### src/i2c_target_pkg.sv
// i2c target receive package
// shared constants, FSM state encoding and the two views of a received byte
package i2c_target_pkg;

    // identical samples needed before a filtered level moves
    localparam int unsigned filter_len = 4;

    // 7-bit addressing only
    localparam int unsigned addr_width = 7;
    localparam int unsigned byte_width = 8;

    // bit counter load value, counts down to zero over one byte
    localparam logic [2:0] bit_count_max = 3'd7;

    // receive FSM states
    typedef enum logic [2:0] {
        st_idle,
        st_address,
        st_ack,
        st_write_wait,
        st_write_shift
    } rx_state_t;

    // received shift byte
    // first byte after start is address plus rw, later bytes are data
    typedef union packed {
        logic [byte_width-1:0] data;
        struct packed {
            logic [addr_width-1:0] addr;
            logic                  rw;
        } frame;
    } rx_byte_u;

endpackage

### src/i2c_line_if.sv
// filtered i2c line events
// levels and one-cycle edge and condition pulses from the line front end
interface i2c_line_if;

    // filtered levels, aligned with the pulses below
    logic scl;
    logic sda;

    // single cycle pulses
    logic scl_rise;
    logic scl_fall;
    logic start;
    logic stop;

    // line front end drives everything
    modport src (
        output scl, sda, scl_rise, scl_fall, start, stop
    );

    // receive FSM only listens
    modport dst (
        input scl, sda, scl_rise, scl_fall, start, stop
    );

endinterface

### src/i2c_line_sync.sv
// i2c line front end
// glitch filters raw SCL and SDA, finds SCL edges and start/stop conditions
// and tracks whether any controller currently owns the bus
module i2c_line_sync import i2c_target_pkg::*; (
    input  logic    clk,
    input  logic    rst,
    input  logic    scl_i,
    input  logic    sda_i,
    i2c_line_if.src line,
    output logic    bus_active
);

    // raw sample history, newest in bit 0
    logic [filter_len-1:0] scl_hist;
    logic [filter_len-1:0] sda_hist;

    // filtered levels
    logic scl_filt;
    logic sda_filt;

    // filtered levels one cycle later, used for edges
    logic scl_prev;
    logic sda_prev;

    // registered event pulses
    logic scl_rise_q;
    logic scl_fall_q;
    logic start_q;
    logic stop_q;

    always_ff @(posedge clk) begin
        if (rst) begin
            // idle bus reads high on both lines
            scl_hist   <= '1;
            sda_hist   <= '1;
            scl_filt   <= 1'b1;
            sda_filt   <= 1'b1;
            scl_prev   <= 1'b1;
            sda_prev   <= 1'b1;
            scl_rise_q <= 1'b0;
            scl_fall_q <= 1'b0;
            start_q    <= 1'b0;
            stop_q     <= 1'b0;
            bus_active <= 1'b0;
        end else begin
            scl_hist <= {scl_hist[filter_len-2:0], scl_i};
            sda_hist <= {sda_hist[filter_len-2:0], sda_i};

            // level moves only once the whole history agrees
            if (&scl_hist) begin
                scl_filt <= 1'b1;
            end else if (~|scl_hist) begin
                scl_filt <= 1'b0;
            end
            if (&sda_hist) begin
                sda_filt <= 1'b1;
            end else if (~|sda_hist) begin
                sda_filt <= 1'b0;
            end

            scl_prev <= scl_filt;
            sda_prev <= sda_filt;

            scl_rise_q <= scl_filt && !scl_prev;
            scl_fall_q <= !scl_filt && scl_prev;

            // sda edges while scl high are conditions, not data
            start_q <= !sda_filt && sda_prev && scl_filt;
            stop_q  <= sda_filt && !sda_prev && scl_filt;

            if (start_q) begin
                bus_active <= 1'b1;
            end else if (stop_q) begin
                bus_active <= 1'b0;
            end
        end
    end

    // delayed levels so sda is valid alongside scl_rise
    assign line.scl      = scl_prev;
    assign line.sda      = sda_prev;
    assign line.scl_rise = scl_rise_q;
    assign line.scl_fall = scl_fall_q;
    assign line.start    = start_q;
    assign line.stop     = stop_q;

endmodule

### src/i2c_rx_fsm.sv
// i2c target receive FSM
// matches the address under a mask, ACKs write transfers and pushes data
// bytes onto a valid/ready stream one byte late so the last one is marked
// stretches SCL while the stream output is still full
module i2c_rx_fsm import i2c_target_pkg::*; (
    input  logic                  clk,
    input  logic                  rst,
    i2c_line_if.dst               line,
    input  logic                  enable,
    input  logic [addr_width-1:0] device_address,
    input  logic [addr_width-1:0] device_address_mask,
    output logic [byte_width-1:0] m_data,
    output logic                  m_last,
    output logic                  m_valid,
    input  logic                  m_ready,
    output logic                  scl_o,
    output logic                  sda_o,
    output logic [addr_width-1:0] bus_address,
    output logic                  bus_addressed
);

    rx_state_t state;
    rx_state_t state_next;

    logic [$bits(bit_count_max)-1:0] bit_count;
    logic [$bits(bit_count_max)-1:0] bit_count_next;

    // shift register and its value with the current sda bit appended
    rx_byte_u shift_byte;
    rx_byte_u shift_next;
    rx_byte_u in_byte;

    // complete byte sitting in the shift register
    logic byte_full;
    logic byte_full_next;

    // m_data holds a byte not yet released
    logic held_valid;
    logic held_next;

    logic [byte_width-1:0] m_data_next;
    logic                  m_last_next;
    logic                  m_valid_next;
    logic                  scl_o_next;
    logic                  sda_o_next;
    logic [addr_width-1:0] bus_address_next;
    logic                  bus_addressed_next;
    logic                  addr_match;

    // msb first on the wire
    assign in_byte.data = {shift_byte.data[byte_width-2:0], line.sda};

    // only masked-in bits compare, read requests never match
    assign addr_match = enable && !in_byte.frame.rw &&
        (((in_byte.frame.addr ^ device_address) & device_address_mask) == '0);

    always_comb begin
        state_next         = state;
        bit_count_next     = bit_count;
        shift_next         = shift_byte;
        byte_full_next     = byte_full;
        held_next          = held_valid;
        m_data_next        = m_data;
        m_last_next        = m_last;
        m_valid_next       = m_valid && !m_ready;
        scl_o_next         = scl_o;
        sda_o_next         = sda_o;
        bus_address_next   = bus_address;
        bus_addressed_next = bus_addressed;

        if (line.start || line.stop) begin
            // end of transfer, held byte goes out as the last one
            if (held_valid) begin
                m_valid_next = 1'b1;
                m_last_next  = 1'b1;
            end
            held_next          = 1'b0;
            byte_full_next     = 1'b0;
            bus_addressed_next = 1'b0;
            scl_o_next         = 1'b1;
            sda_o_next         = 1'b1;
            bit_count_next     = bit_count_max;
            state_next         = line.start ? st_address : st_idle;
        end else begin
            case (state)
                st_idle: begin
                    held_next          = 1'b0;
                    byte_full_next     = 1'b0;
                    bus_addressed_next = 1'b0;
                end
                st_address: begin
                    if (line.scl_rise) begin
                        shift_next = in_byte;
                        if (bit_count != '0) begin
                            bit_count_next = bit_count - 1'b1;
                        end else if (addr_match) begin
                            bus_address_next   = in_byte.frame.addr;
                            bus_addressed_next = 1'b1;
                            state_next         = st_ack;
                        end else begin
                            // not ours, stay off the bus
                            state_next = st_idle;
                        end
                    end
                end
                st_ack: begin
                    // pull sda low for the ninth clock
                    if (line.scl_fall) begin
                        sda_o_next     = 1'b0;
                        bit_count_next = bit_count_max;
                        state_next     = st_write_wait;
                    end
                end
                st_write_wait: begin
                    // end of ack clock, or still holding scl low
                    if (line.scl_fall || (!line.scl && !scl_o)) begin
                        sda_o_next = 1'b1;
                        if (m_valid && !m_ready) begin
                            // output still full
                            scl_o_next = 1'b0;
                        end else begin
                            scl_o_next = 1'b1;
                            // move finished byte into the hold slot
                            if (byte_full) begin
                                m_data_next = shift_byte.data;
                                m_last_next = 1'b0;
                            end
                            held_next      = byte_full;
                            byte_full_next = 1'b0;
                            state_next     = st_write_shift;
                        end
                    end
                end
                st_write_shift: begin
                    if (line.scl_rise) begin
                        shift_next = in_byte;
                        if (bit_count != '0) begin
                            bit_count_next = bit_count - 1'b1;
                        end else begin
                            // another byte followed, so the held one is not last
                            if (held_valid) begin
                                m_valid_next = 1'b1;
                            end
                            held_next      = 1'b0;
                            byte_full_next = 1'b1;
                            state_next     = st_ack;
                        end
                    end
                end
                default: begin
                    state_next = st_idle;
                end
            endcase
        end
    end

    always_ff @(posedge clk) begin
        if (rst) begin
            state         <= st_idle;
            bit_count     <= bit_count_max;
            byte_full     <= 1'b0;
            held_valid    <= 1'b0;
            m_valid       <= 1'b0;
            scl_o         <= 1'b1;
            sda_o         <= 1'b1;
            bus_addressed <= 1'b0;
        end else begin
            state         <= state_next;
            bit_count     <= bit_count_next;
            byte_full     <= byte_full_next;
            held_valid    <= held_next;
            m_valid       <= m_valid_next;
            scl_o         <= scl_o_next;
            sda_o         <= sda_o_next;
            bus_addressed <= bus_addressed_next;
        end
    end

    // payload
    always_ff @(posedge clk) begin
        shift_byte  <= shift_next;
        m_data      <= m_data_next;
        m_last      <= m_last_next;
        bus_address <= bus_address_next;
    end

endmodule

### src/i2c_target_rx.sv
// receive-only i2c target
// write transfers to a masked 7-bit address come out as a byte stream
// with the final byte marked, open-drain outputs are high when released
module i2c_target_rx import i2c_target_pkg::*; (
    input  logic                  clk,
    input  logic                  rst,
    input  logic                  scl_i,
    input  logic                  sda_i,
    output logic                  scl_o,
    output logic                  sda_o,
    input  logic                  enable,
    input  logic [addr_width-1:0] device_address,
    input  logic [addr_width-1:0] device_address_mask,
    output logic [byte_width-1:0] m_data,
    output logic                  m_last,
    output logic                  m_valid,
    input  logic                  m_ready,
    output logic                  bus_active,
    output logic                  bus_addressed,
    output logic [addr_width-1:0] bus_address
);

    // filtered line events between front end and FSM
    i2c_line_if line_bus ();

    i2c_line_sync i_line_sync (
        .clk        (clk),
        .rst        (rst),
        .scl_i      (scl_i),
        .sda_i      (sda_i),
        .line       (line_bus.src),
        .bus_active (bus_active)
    );

    i2c_rx_fsm i_rx_fsm (
        .clk                 (clk),
        .rst                 (rst),
        .line                (line_bus.dst),
        .enable              (enable),
        .device_address      (device_address),
        .device_address_mask (device_address_mask),
        .m_data              (m_data),
        .m_last              (m_last),
        .m_valid             (m_valid),
        .m_ready             (m_ready),
        .scl_o               (scl_o),
        .sda_o               (sda_o),
        .bus_address         (bus_address),
        .bus_addressed       (bus_addressed)
    );

endmodule

### config.mk
export PLATFORM = sky130hd
export DESIGN_NAME = i2c_target_rx
export DESIGN_NICKNAME = d
export VERILOG_FILES = /design/src/i2c_target_pkg.sv /design/src/i2c_line_if.sv /design/src/i2c_line_sync.sv /design/src/i2c_rx_fsm.sv /design/src/i2c_target_rx.sv
export SDC_FILE = /design/constraint.sdc
export NUM_CORES = 1
export LEC_CHECK = 0
export ABC_AREA = 1
export ABC_CLOCK_PERIOD_IN_PS = 5300
export BUFFER_PORTS_ARGS = -buffer_cell sky130_fd_sc_hd__buf_2
export CORE_MARGIN = 2
export CORE_UTILIZATION = 56
export CTS_BUF_LIST = sky130_fd_sc_hd__clkbuf_4
export CTS_CLUSTER_SIZE = 16
export DETAILED_ROUTE_END_ITERATION = 7
export PLACE_DENSITY = 0.78
export SLEW_MARGIN = 20
export SYNTH_ARGS = -nofsm -noshare
export SYNTH_HDL_FRONTEND = slang
export SYNTH_SLANG_ARGS = --single-unit
### constraint.sdc
create_clock -name clk -period 5.3 [get_ports clk]
set_input_delay 0.265 -clock clk [delete_from_list [all_inputs] [get_ports clk]]
set_output_delay 0.265 -clock clk [all_outputs]
set_load 0.01 [all_outputs]
==> results of run 1 <==
## placed cells by master, fill, tap and decap left out
master,synthesis,layout
o21ai_1,2,2
xor2_1,1,1
buf_2,0,40
clkbuf_4,0,5
o211ai_1,2,2
inv_1,40,40
ha_1,2,2
nor3_1,4,3
a21oi_2,1,1
a21oi_1,9,9
nand3_2,1,1
inv_4,0,1
nand4_1,1,1
o21ai_2,1,1
edfxtp_1,24,24
nor3_2,0,1
o21ai_0,9,9
nor4_1,2,2
nor2_4,2,2
a41oi_1,2,2
clkinv_2,0,2
nand3_1,18,18
nand2_1,56,56
nand2_2,3,3
a31oi_1,1,1
dfxtp_1,29,29
or2_2,8,8
nor2_1,13,13
## critical path, cell delays in order, from the launching register on
cell and delay (ps):
dfxtp_1 470, nand3_1 240, nor2_1 260, nand3_1 130, nor2_1 610
## path summary, 6_finish.rpt
path,start,slack [ps],depth (start not counted),to
setup / recovery,i_rx_fsm.state[0],3230,4,i_rx_fsm.m_data[5]
hold / removal,sda_i,70,2,i_line_sync.sda_hist[0]
setup reg to reg,i_rx_fsm.state[0],3230,4,i_rx_fsm.m_data[5]
hold reg to reg,i_rx_fsm.shift_byte[7],450,0,i_rx_fsm.m_data[7]
## kinds of logic (layout without fill, tap and decap cells)
logic type                 Yosys count  in the layout
and+or+nand+nor                    108            108
xor gates and xnor gates             1              1
AOI/OAI and AO/OA                   27             27
adders and majority gates            2              2
buffers and inverters               41             88
DFF                                 53             53
## report_power, final
group	switching [W]	leakage, nW	total [W]	internal [W]
Sequential	0.00000141	0.456	0.000427	0.000425
Combinational	0.00000945	0.598	0.0000190	0.00000951
Clock	0.000119	0.0353	0.000170	0.0000508
Total	0.000130	1.09	0.000616	0.000486
## through the flow
| stage | instances | hold WS (ps) | util [%] | cell area [µm²] |
|---|---|---|---|---|
| global route | 327 | 46.5 | 66.9 | 2450 |
| finish | 327 | 71.0 | 66.9 | 2450 |
| CTS | 327 | 55.5 | 66.8 | 2440 |
| global placement | 319 | 403 | 65.3 | 2390 |
| detailed placement | 319 | 410 | 65.3 | 2390 |
| floorplan | 232 | 369 | - | 2130 |
## flip-flops by register name, summed over array words and instances (netlist names), 3 cells and up
| signal | flops |
|---|---|
| i_rx_fsm.bus_address | 7 |
| i_rx_fsm.bit_count | 3 |
| i_line_sync.sda_hist | 4 |
| i_rx_fsm.m_data | 8 |
| i_rx_fsm.shift_byte | 8 |
| i_line_sync.scl_hist | 4 |
| i_rx_fsm.state | 3 |
## per-layer routing
metal	part of all wire (%)	vias to the layer above	wire (µm)
met5	0	-	0
li1	-	843	-
met3	6.6	6	263
met2	48	50	1900
met4	1.7	0	67
met1	44	729	1750
## cell type report
type,instances,share of cell area (%)
inverter,40,6.13
timing repair buffer,40,8.17
tap,48,2.45
multi-input combinational,138,27.9
sequential,53,53.1
clock buffer,5,1.53
clock inverter,3,0.664
==> flow_summary.toml, run 1 <==
[drt]
vias = 1628
postRouteAntennaNets = 0
via_per_inst = 4.98
post-route-drc-count = 0
wl_mm = 3.99
drtIter0Drc = 125
dr.pass1.iters = 4
wl_per_cell_um = 12.2

[sta]
skew_ps = 16.9
slew-limit-headroom_pct = 49.4
setup_slack_ps = 3230
fin_setup_tns_ps = 0
final_max_slew_viol_count = 0
rsz0062_at_grt = "false"
min_period_ps = 2070
worst_pin_slew_ps = 757
timing.final.hold_violations = 0
clock.fmax_ghz = 0.482
post-route-period-util_pct = 39.1
setup_violations = 0

[yosys]
ys_warn_count = 0
synth.most_common_cell = "nand2_1"
synthTopCellsByArea = "edfxtp_1 34%, dfxtp_1 27%, nand2_1 9.8%, inv_1 7.0%, nand3_1 4.2%"
synthArstFlopShare_pct = 0
synthMuxAreaShare_pct = 0
synth_xor_area_share_pct = 0.410
synth_top_family_by_area = "simple AND/OR/NAND/NOR gates"
synth_area_per_cell_um2 = 9.20
syn_nets = 254
synth-edff-count = 24
yosys.area_share.simple_pct = 22.9
ys_top_cells_by_count = "56 x nand2_1, 40 x inv_1, 29 x dfxtp_1"
synth.distinct_cells = 24
synth_ff_type = "dfxtp_1"
yosysSeqAreaShare_pct = 61.0
yosys.area.top_type = "edfxtp_1"
post-synth-top-area-fraction_pct = 33.8
synthesis.area_um2 = 2130
synth_compound_area_share_pct = 7.33
synthCells = 232
synth_adder_area_share_pct = 1.17
synth-seq-cells = 53

[placement]
portBuffers = 40
gp_congestion = 0.910
place_ws_ps = 3040
hpwl_mm = 2.98

[layout]
antenna_cells = 0
drive_above_1_share_pct = 23.3
seq_area_um2 = 1300
multiInputGateArea_um2 = 684
fin_nets = 300
area_delta_synth_final_pct = 14.8
nFillCells = 313

[clock_network]
cts_resized = 0
cts-root-buf = "clkbuf_4"
clockBufferDepth = 2
ctsHoldBuffers = 0
clk_latency_ps = 360
post-cts-setup-buffer-count = 0
ctsHtreeMaxLevel = 2
cts_tree = "done"
path_clk_slew_ps = 140
cts.sinks = 53
numCtsBuffers = 5

[power]
power_leakage_nw = 1.09
pwr_density_cell_nw_per_um2 = 251
ir_drop_uv = 186
power_w = 0.000616

[status]
status = "finished clean"

[worst_setup_path]
path_max_fanout = 8
cp.arrival_ps = 2070
startpoint_type = "register"
critical_path_class = "register to register"
critPathCaptureType = "register"
cp.required_ps = 5300

[grt]
grt_first_pass_wirelength_mm = 6.68
top_usage_layer = "met2"
antenna_found_initial = 0
grt_pass1_vias = 1515
grt_max_degree = 17
use_met3_pct = 5.65
grtUsageTotal_pct = 21.1
use_met2_pct = 36.4
met1_usage_pct = 24.7
grt-ovfl-total = 0

[die]
dieArea_um2 = 4320
io_pins = 41
die_y_um = 65.7
coreArea_um2 = 3660
initial_utilization_pct = 58.3
die_w_um = 65.7
rows = 22

[min_path]
hp-class = "input pin to register"

[job]
cap_viol_max_count = 0
Power figures use the tool's default switching activity.
==> run 2: changes to the inputs <==
--- a/config.mk
+++ b/config.mk
@@ -6,7 +6,7 @@
 export NUM_CORES = 1
 export LEC_CHECK = 0
 export ABC_AREA = 1
-export ABC_CLOCK_PERIOD_IN_PS = 5300
+export ABC_CLOCK_PERIOD_IN_PS = 2200
 export BUFFER_PORTS_ARGS = -buffer_cell sky130_fd_sc_hd__buf_2
 export CORE_MARGIN = 2
 export CORE_UTILIZATION = 56
==> constraint.sdc (replaced) <==
create_clock -name clk -period 2.2 [get_ports clk]
set_input_delay 0.11 -clock clk [delete_from_list [all_inputs] [get_ports clk]]
set_output_delay 0.11 -clock clk [all_outputs]
set_load 0.01 [all_outputs]
==> flow_summary.toml, run 2 (synthesis gave the netlist of run 1 again) <==
[drt]
vias = 1657
dr.pass1.iters = 4
postRouteAntennaNets = 0
wl_per_cell_um = 11.6
via_per_inst = 4.99
wl_mm = 3.86
post-route-drc-count = 0
drtIter0Drc = 123

[layout]
antenna_cells = 0
final_area_um2 = 2530
layout_common_cells = "56 x nand2_1, 40 x inv_1, 40 x buf_2"
multiInputGateArea_um2 = 679
fin_nets = 305
top_regs = "i_rx_fsm.m_data: 8 flops, i_rx_fsm.shift_byte: 8 flops, i_rx_fsm.bus_address: 7 flops"
layout_commonest_cell = "nand2_1"
nFillCells = 286
seq_area_um2 = 1300
drive_above_1_share_pct = 23.6
area_delta_synth_final_pct = 18.4

[die]
io_pins = 41
die_w_um = 65.7
initial_utilization_pct = 58.3
coreArea_um2 = 3660
die_y_um = 65.7
dieArea_um2 = 4320
rows = 22

[placement]
place_ws_ps = 472
portBuffers = 40
hpwl_mm = 2.92
dpl_cell_area_um2 = 2410
gp_congestion = 0.900

[power]
pwr_density_cell_nw_per_um2 = 655
power_leakage_nw = 1.13
ir_drop_uv = 491

[clock_network]
clockBufferDepth = 2
cts_tree = "done"
clk_latency_ps = 370
ctsHtreeMaxLevel = 2
path_clk_slew_ps = 130
numCtsBuffers = 5
post-cts-setup-buffer-count = 0
cts.sinks = 53
cts-root-buf = "clkbuf_4"

[sta]
post-route-period-util_pct = 78.4
slew-limit-headroom_pct = 58.6
rsz0062_at_grt = "false"
min_period_ps = 1720
final_max_slew_viol_count = 0
skew_ps = 6.84
timing.final.hold_violations = 0
setup_slack_ps = 476
setup_violations = 0
worst_pin_slew_ps = 619
timing.hold.ws_ps = 77.4
fin_setup_tns_ps = 0
clock.fmax_ghz = 0.580

[worst_setup_path]
startpoint_type = "register"
reg2reg_depth = 5
critPathCaptureType = "register"
rr_startpoint = "i_rx_fsm.state[0]"
r2r-end = "i_rx_fsm.shift_byte[7]"
r2r_slack_ps = 480
critical_path_class = "register to register"
cp.arrival_ps = 1740
cp.required_ps = 2220
path_max_fanout = 8

[status]
status = "finished clean"

[job]
cap_viol_max_count = 0

[grt]
antenna_found_initial = 0
grtUsageTotal_pct = 20.6
grt_pass1_vias = 1578
grt-ovfl-total = 0
grt_max_degree = 17
grt_first_pass_wirelength_mm = 6.62

[min_path]
holdPathStages = 2
min_to = "i_line_sync.line.scl_fall"
worstHoldStart = "rst"
hp-class = "input pin to register"
## run 2: cell types whose count changed in the layout (fill, tap and decap cells not counted), sizes merged
| cell | change |
|---|---|
| buf | +3 |
| bufinv | +2 |
| clkinv | -1 |
| dlygate4sd3 | +2 |
| inv | -1 |
## run 2: worst max-delay path by stage
| stage | start | cells past startpoint | slack (ps) | end |
|---|---|---|---|---|
| after floorplan | i_rx_fsm.state[2] | 7 | 460 | i_rx_fsm.bus_address[0] |
| after global routing | i_rx_fsm.state[0] | 5 | 280 | i_rx_fsm.shift_byte[5] |
| after detailed placement | i_rx_fsm.state[0] | 5 | 470 | i_rx_fsm.shift_byte[1] |
| after global placement | i_rx_fsm.state[0] | 5 | 560 | i_rx_fsm.shift_byte[3] |
| after CTS | i_rx_fsm.state[0] | 5 | 460 | i_rx_fsm.shift_byte[5] |
| final | i_rx_fsm.state[0] | 5 | 480 | i_rx_fsm.shift_byte[7] |
## run 2: critical path: stages, from the launching register on
cell,delay (ps)
dfxtp_1,400
nor2_1,190
nand2_2,100
nand2_2,110
inv_1,90
nor2_1,490
## run 2: what timing repair did
action | in CTS | in global routing
resized for setup | 0 | 0
hold buffers | 2 | 0
hold endpoints to repair | 2 | 0
## run 2: area by class of cell
type | count | area share (%)
well taps | 48 | 2.38
flip-flops and latches | 53 | 51.5
multi-input cells | 138 | 26.9
repair buffers | 45 | 9.60
inverters | 40 | 5.94
clock buffers | 5 | 1.49
clock inverters | 3 | 2.23
## run 2: stage by stage
step,total power (W),util (%),cells
2_1_floorplan,0.00107,-,232
3_3_place_gp,0.00110,65.9,322
3_5_place_dp,0.00110,65.9,322
4_1_cts,0.00167,69.0,332
5_1_grt,0.00172,69.0,332
6_report,0.00166,69.0,332
## run 2: routing by layer
layer,vias to the layer above,track usage (%),share of wire (%)
met3,6,6.34,6.9
met5,-,0,0
li1,861,-,-
met2,47,34.8,47
met4,0,6.77,1.3
met1,743,24.8,45
## run 2: power by group
part | total, W | internal [W] | switching [W]
clock network | 0.000579 | 0.000296 | 0.000283
registers | 0.00103 | 0.00102 | 0.00000336
logic | 0.0000491 | 0.0000252 | 0.0000239
==> run 3: changes to the inputs <==
--- a/config.mk
+++ b/config.mk
@@ -6,7 +6,7 @@
 export NUM_CORES = 1
 export LEC_CHECK = 0
 export ABC_AREA = 1
-export ABC_CLOCK_PERIOD_IN_PS = 2200
+export ABC_CLOCK_PERIOD_IN_PS = 1800
 export BUFFER_PORTS_ARGS = -buffer_cell sky130_fd_sc_hd__buf_2
 export CORE_MARGIN = 2
 export CORE_UTILIZATION = 56
==> constraint.sdc (replaced) <==
create_clock -name clk -period 1.8 [get_ports clk]
set_input_delay 0.09 -clock clk [delete_from_list [all_inputs] [get_ports clk]]
set_output_delay 0.09 -clock clk [all_outputs]
set_load 0.01 [all_outputs]
==> flow_summary.toml, run 3 (synthesis gave the netlist of run 1 again) <==
[clock_network]
clockBufferDepth = 2
clk_latency_ps = 380
path_clk_slew_ps = 150
ctsHoldBuffers = 2
numCtsBuffers = 5
cts.sinks = 53
ctsHtreeMaxLevel = 2
cts_resized = 0
cts_tree = "done"
post-cts-setup-buffer-count = 0
cts-root-buf = "clkbuf_4"

[sta]
min_period_ps = 1630
final_max_slew_viol_count = 0
timing.final.hold_violations = 0
clock.fmax_ghz = 0.613
skew_ps = 20.6
fin_setup_tns_ps = 0
post-route-period-util_pct = 90.6
setup_violations = 0
worst_pin_slew_ps = 396
rsz0062_at_grt = "false"
slew-limit-headroom_pct = 73.4

[worst_setup_path]
critical_path_class = "register to register"
r2r_slack_ps = 170
r2r-end = "i_rx_fsm.bus_address[3]"
path_max_fanout = 7
cp.required_ps = 1890
rr_startpoint = "i_rx_fsm.shift_byte[0]"
crit_start = "i_rx_fsm.shift_byte[0]"
critPathCaptureType = "register"
startpoint_type = "register"
cp.arrival_ps = 1720
reg2reg_depth = 8

[drt]
drtIter0Drc = 58
wl_mm = 4.06
wl_per_cell_um = 12.2
dr.pass1.iters = 4
via_per_inst = 4.99
post-route-drc-count = 0
postRouteAntennaNets = 0
vias = 1668

[power]
power_w = 0.00196
swShare_pct = 19.7
power_leakage_nw = 1.13
pwr-share-comb_pct = 3.1
pwr_density_cell_nw_per_um2 = 775
seqPwrFrac_pct = 64.1
p_switching_w = 0.000387
intPower_w = 0.00157
clkPwrFrac_pct = 32.7
ir_drop_uv = 641

[layout]
layout_commonest_cell = "nand2_1"
antenna_cells = 0
layout.cells.non_filler = 334
nFillCells = 299
fin_nets = 307
drive_above_1_share_pct = 24.1
area_delta_synth_final_pct = 18.4
layout_common_cells = "56 x nand2_1, 40 x inv_1, 40 x buf_2"
top_regs = "i_rx_fsm.m_data: 8 flops, i_rx_fsm.shift_byte: 8 flops, i_rx_fsm.bus_address: 7 flops"
final_area_um2 = 2530
final_util_pct = 69.0

[min_path]
worstHoldStart = "rst"
hp-class = "input pin to register"
holdPathStages = 2
min_to = "i_line_sync.line.scl_fall"

[grt]
antenna_found_initial = 0
grt-ovfl-total = 0
grt_pass1_vias = 1602
grt_first_pass_wirelength_mm = 6.80
grtUsageTotal_pct = 21.0
grt_max_degree = 17

[die]
dieArea_um2 = 4320
rows = 22
io_pins = 41
die_w_um = 65.7
initial_utilization_pct = 58.3
coreArea_um2 = 3660
die_y_um = 65.7

[placement]
portBuffers = 40
placed_cells = 324
hpwl_mm = 3.05
dpl_cell_area_um2 = 2430
gp_congestion = 0.902

[status]
status = "finished clean"

[job]
cap_viol_max_count = 0
==> run 3: cell types whose count changed in the layout (fill, tap and decap cells not counted) <==
cell        change
inv_2           +1
clkinvlp_4      +1
clkinv_4        -1
buf_4           +2
bufinv_8        -1
==> run 3: layout make-up <==
class | count | area, µm² | area share [%]
clock buffers | 5 | 37.5 | 1.49
well taps | 48 | 60.1 | 2.38
multi-input cells | 138 | 679 | 26.9
clock inverters | 3 | 41.3 | 1.63
repair buffers | 47 | 258 | 10.2
inverters | 40 | 150 | 5.94
flip-flops and latches | 53 | 1300 | 51.5
==> run 3: per-layer routing <==
| metal | share of wire [%] | routed length, µm | global-route usage, % | vias up |
|---|---|---|---|---|
| li1 | - | - | - | 857 |
| met1 | 42 | 1690 | 23.2 | 753 |
| met2 | 50 | 2020 | 37.5 | 51 |
| met3 | 6.8 | 278 | 5.48 | 7 |
| met4 | 1.6 | 64 | 9.38 | 0 |
| met5 | 0 | 0 | 0 | - |
==> run 3: through the flow <==
step,hold slack (ps),worst slack [ps]
after floorplan,194,56.1
after global placement,274,230
after detailed placement,277,192
after CTS,56.3,158
after global routing,67.9,21.5
final,66.3,169
==> run 3: worst max path at each step <==
stage	to	cells after the start
after CTS	i_rx_fsm.bus_address[3]	8
after global placement	i_rx_fsm.m_data[0]	6
after global routing	i_rx_fsm.m_data[2]	6
after floorplan	i_rx_fsm.bus_address[0]	7
final	i_rx_fsm.bus_address[3]	8
after detailed placement	i_rx_fsm.bus_address[4]	8
==> run 3: power by group through the flow <==
stage / registers (W) / logic (W) / clock network, W
floorplan: 0.00128 / 0.0000272 / 0
global route: 0.00126 / 0.0000687 / 0.000705
detailed placement: 0.00128 / 0.0000582 / 0
CTS: 0.00126 / 0.0000618 / 0.000656
global placement: 0.00128 / 0.0000554 / 0
finish: 0.00126 / 0.0000612 / 0.000641
==> run 3: worst max-delay path, stage by stage, from the launching register on <==
cell and delay, ps:
edfxtp_1 500, inv_1 90, nand2_1 60, nand3_1 70, nand2_1 50, nor2_1 120
nand2_1 100, nor3_1 150, buf_4 190
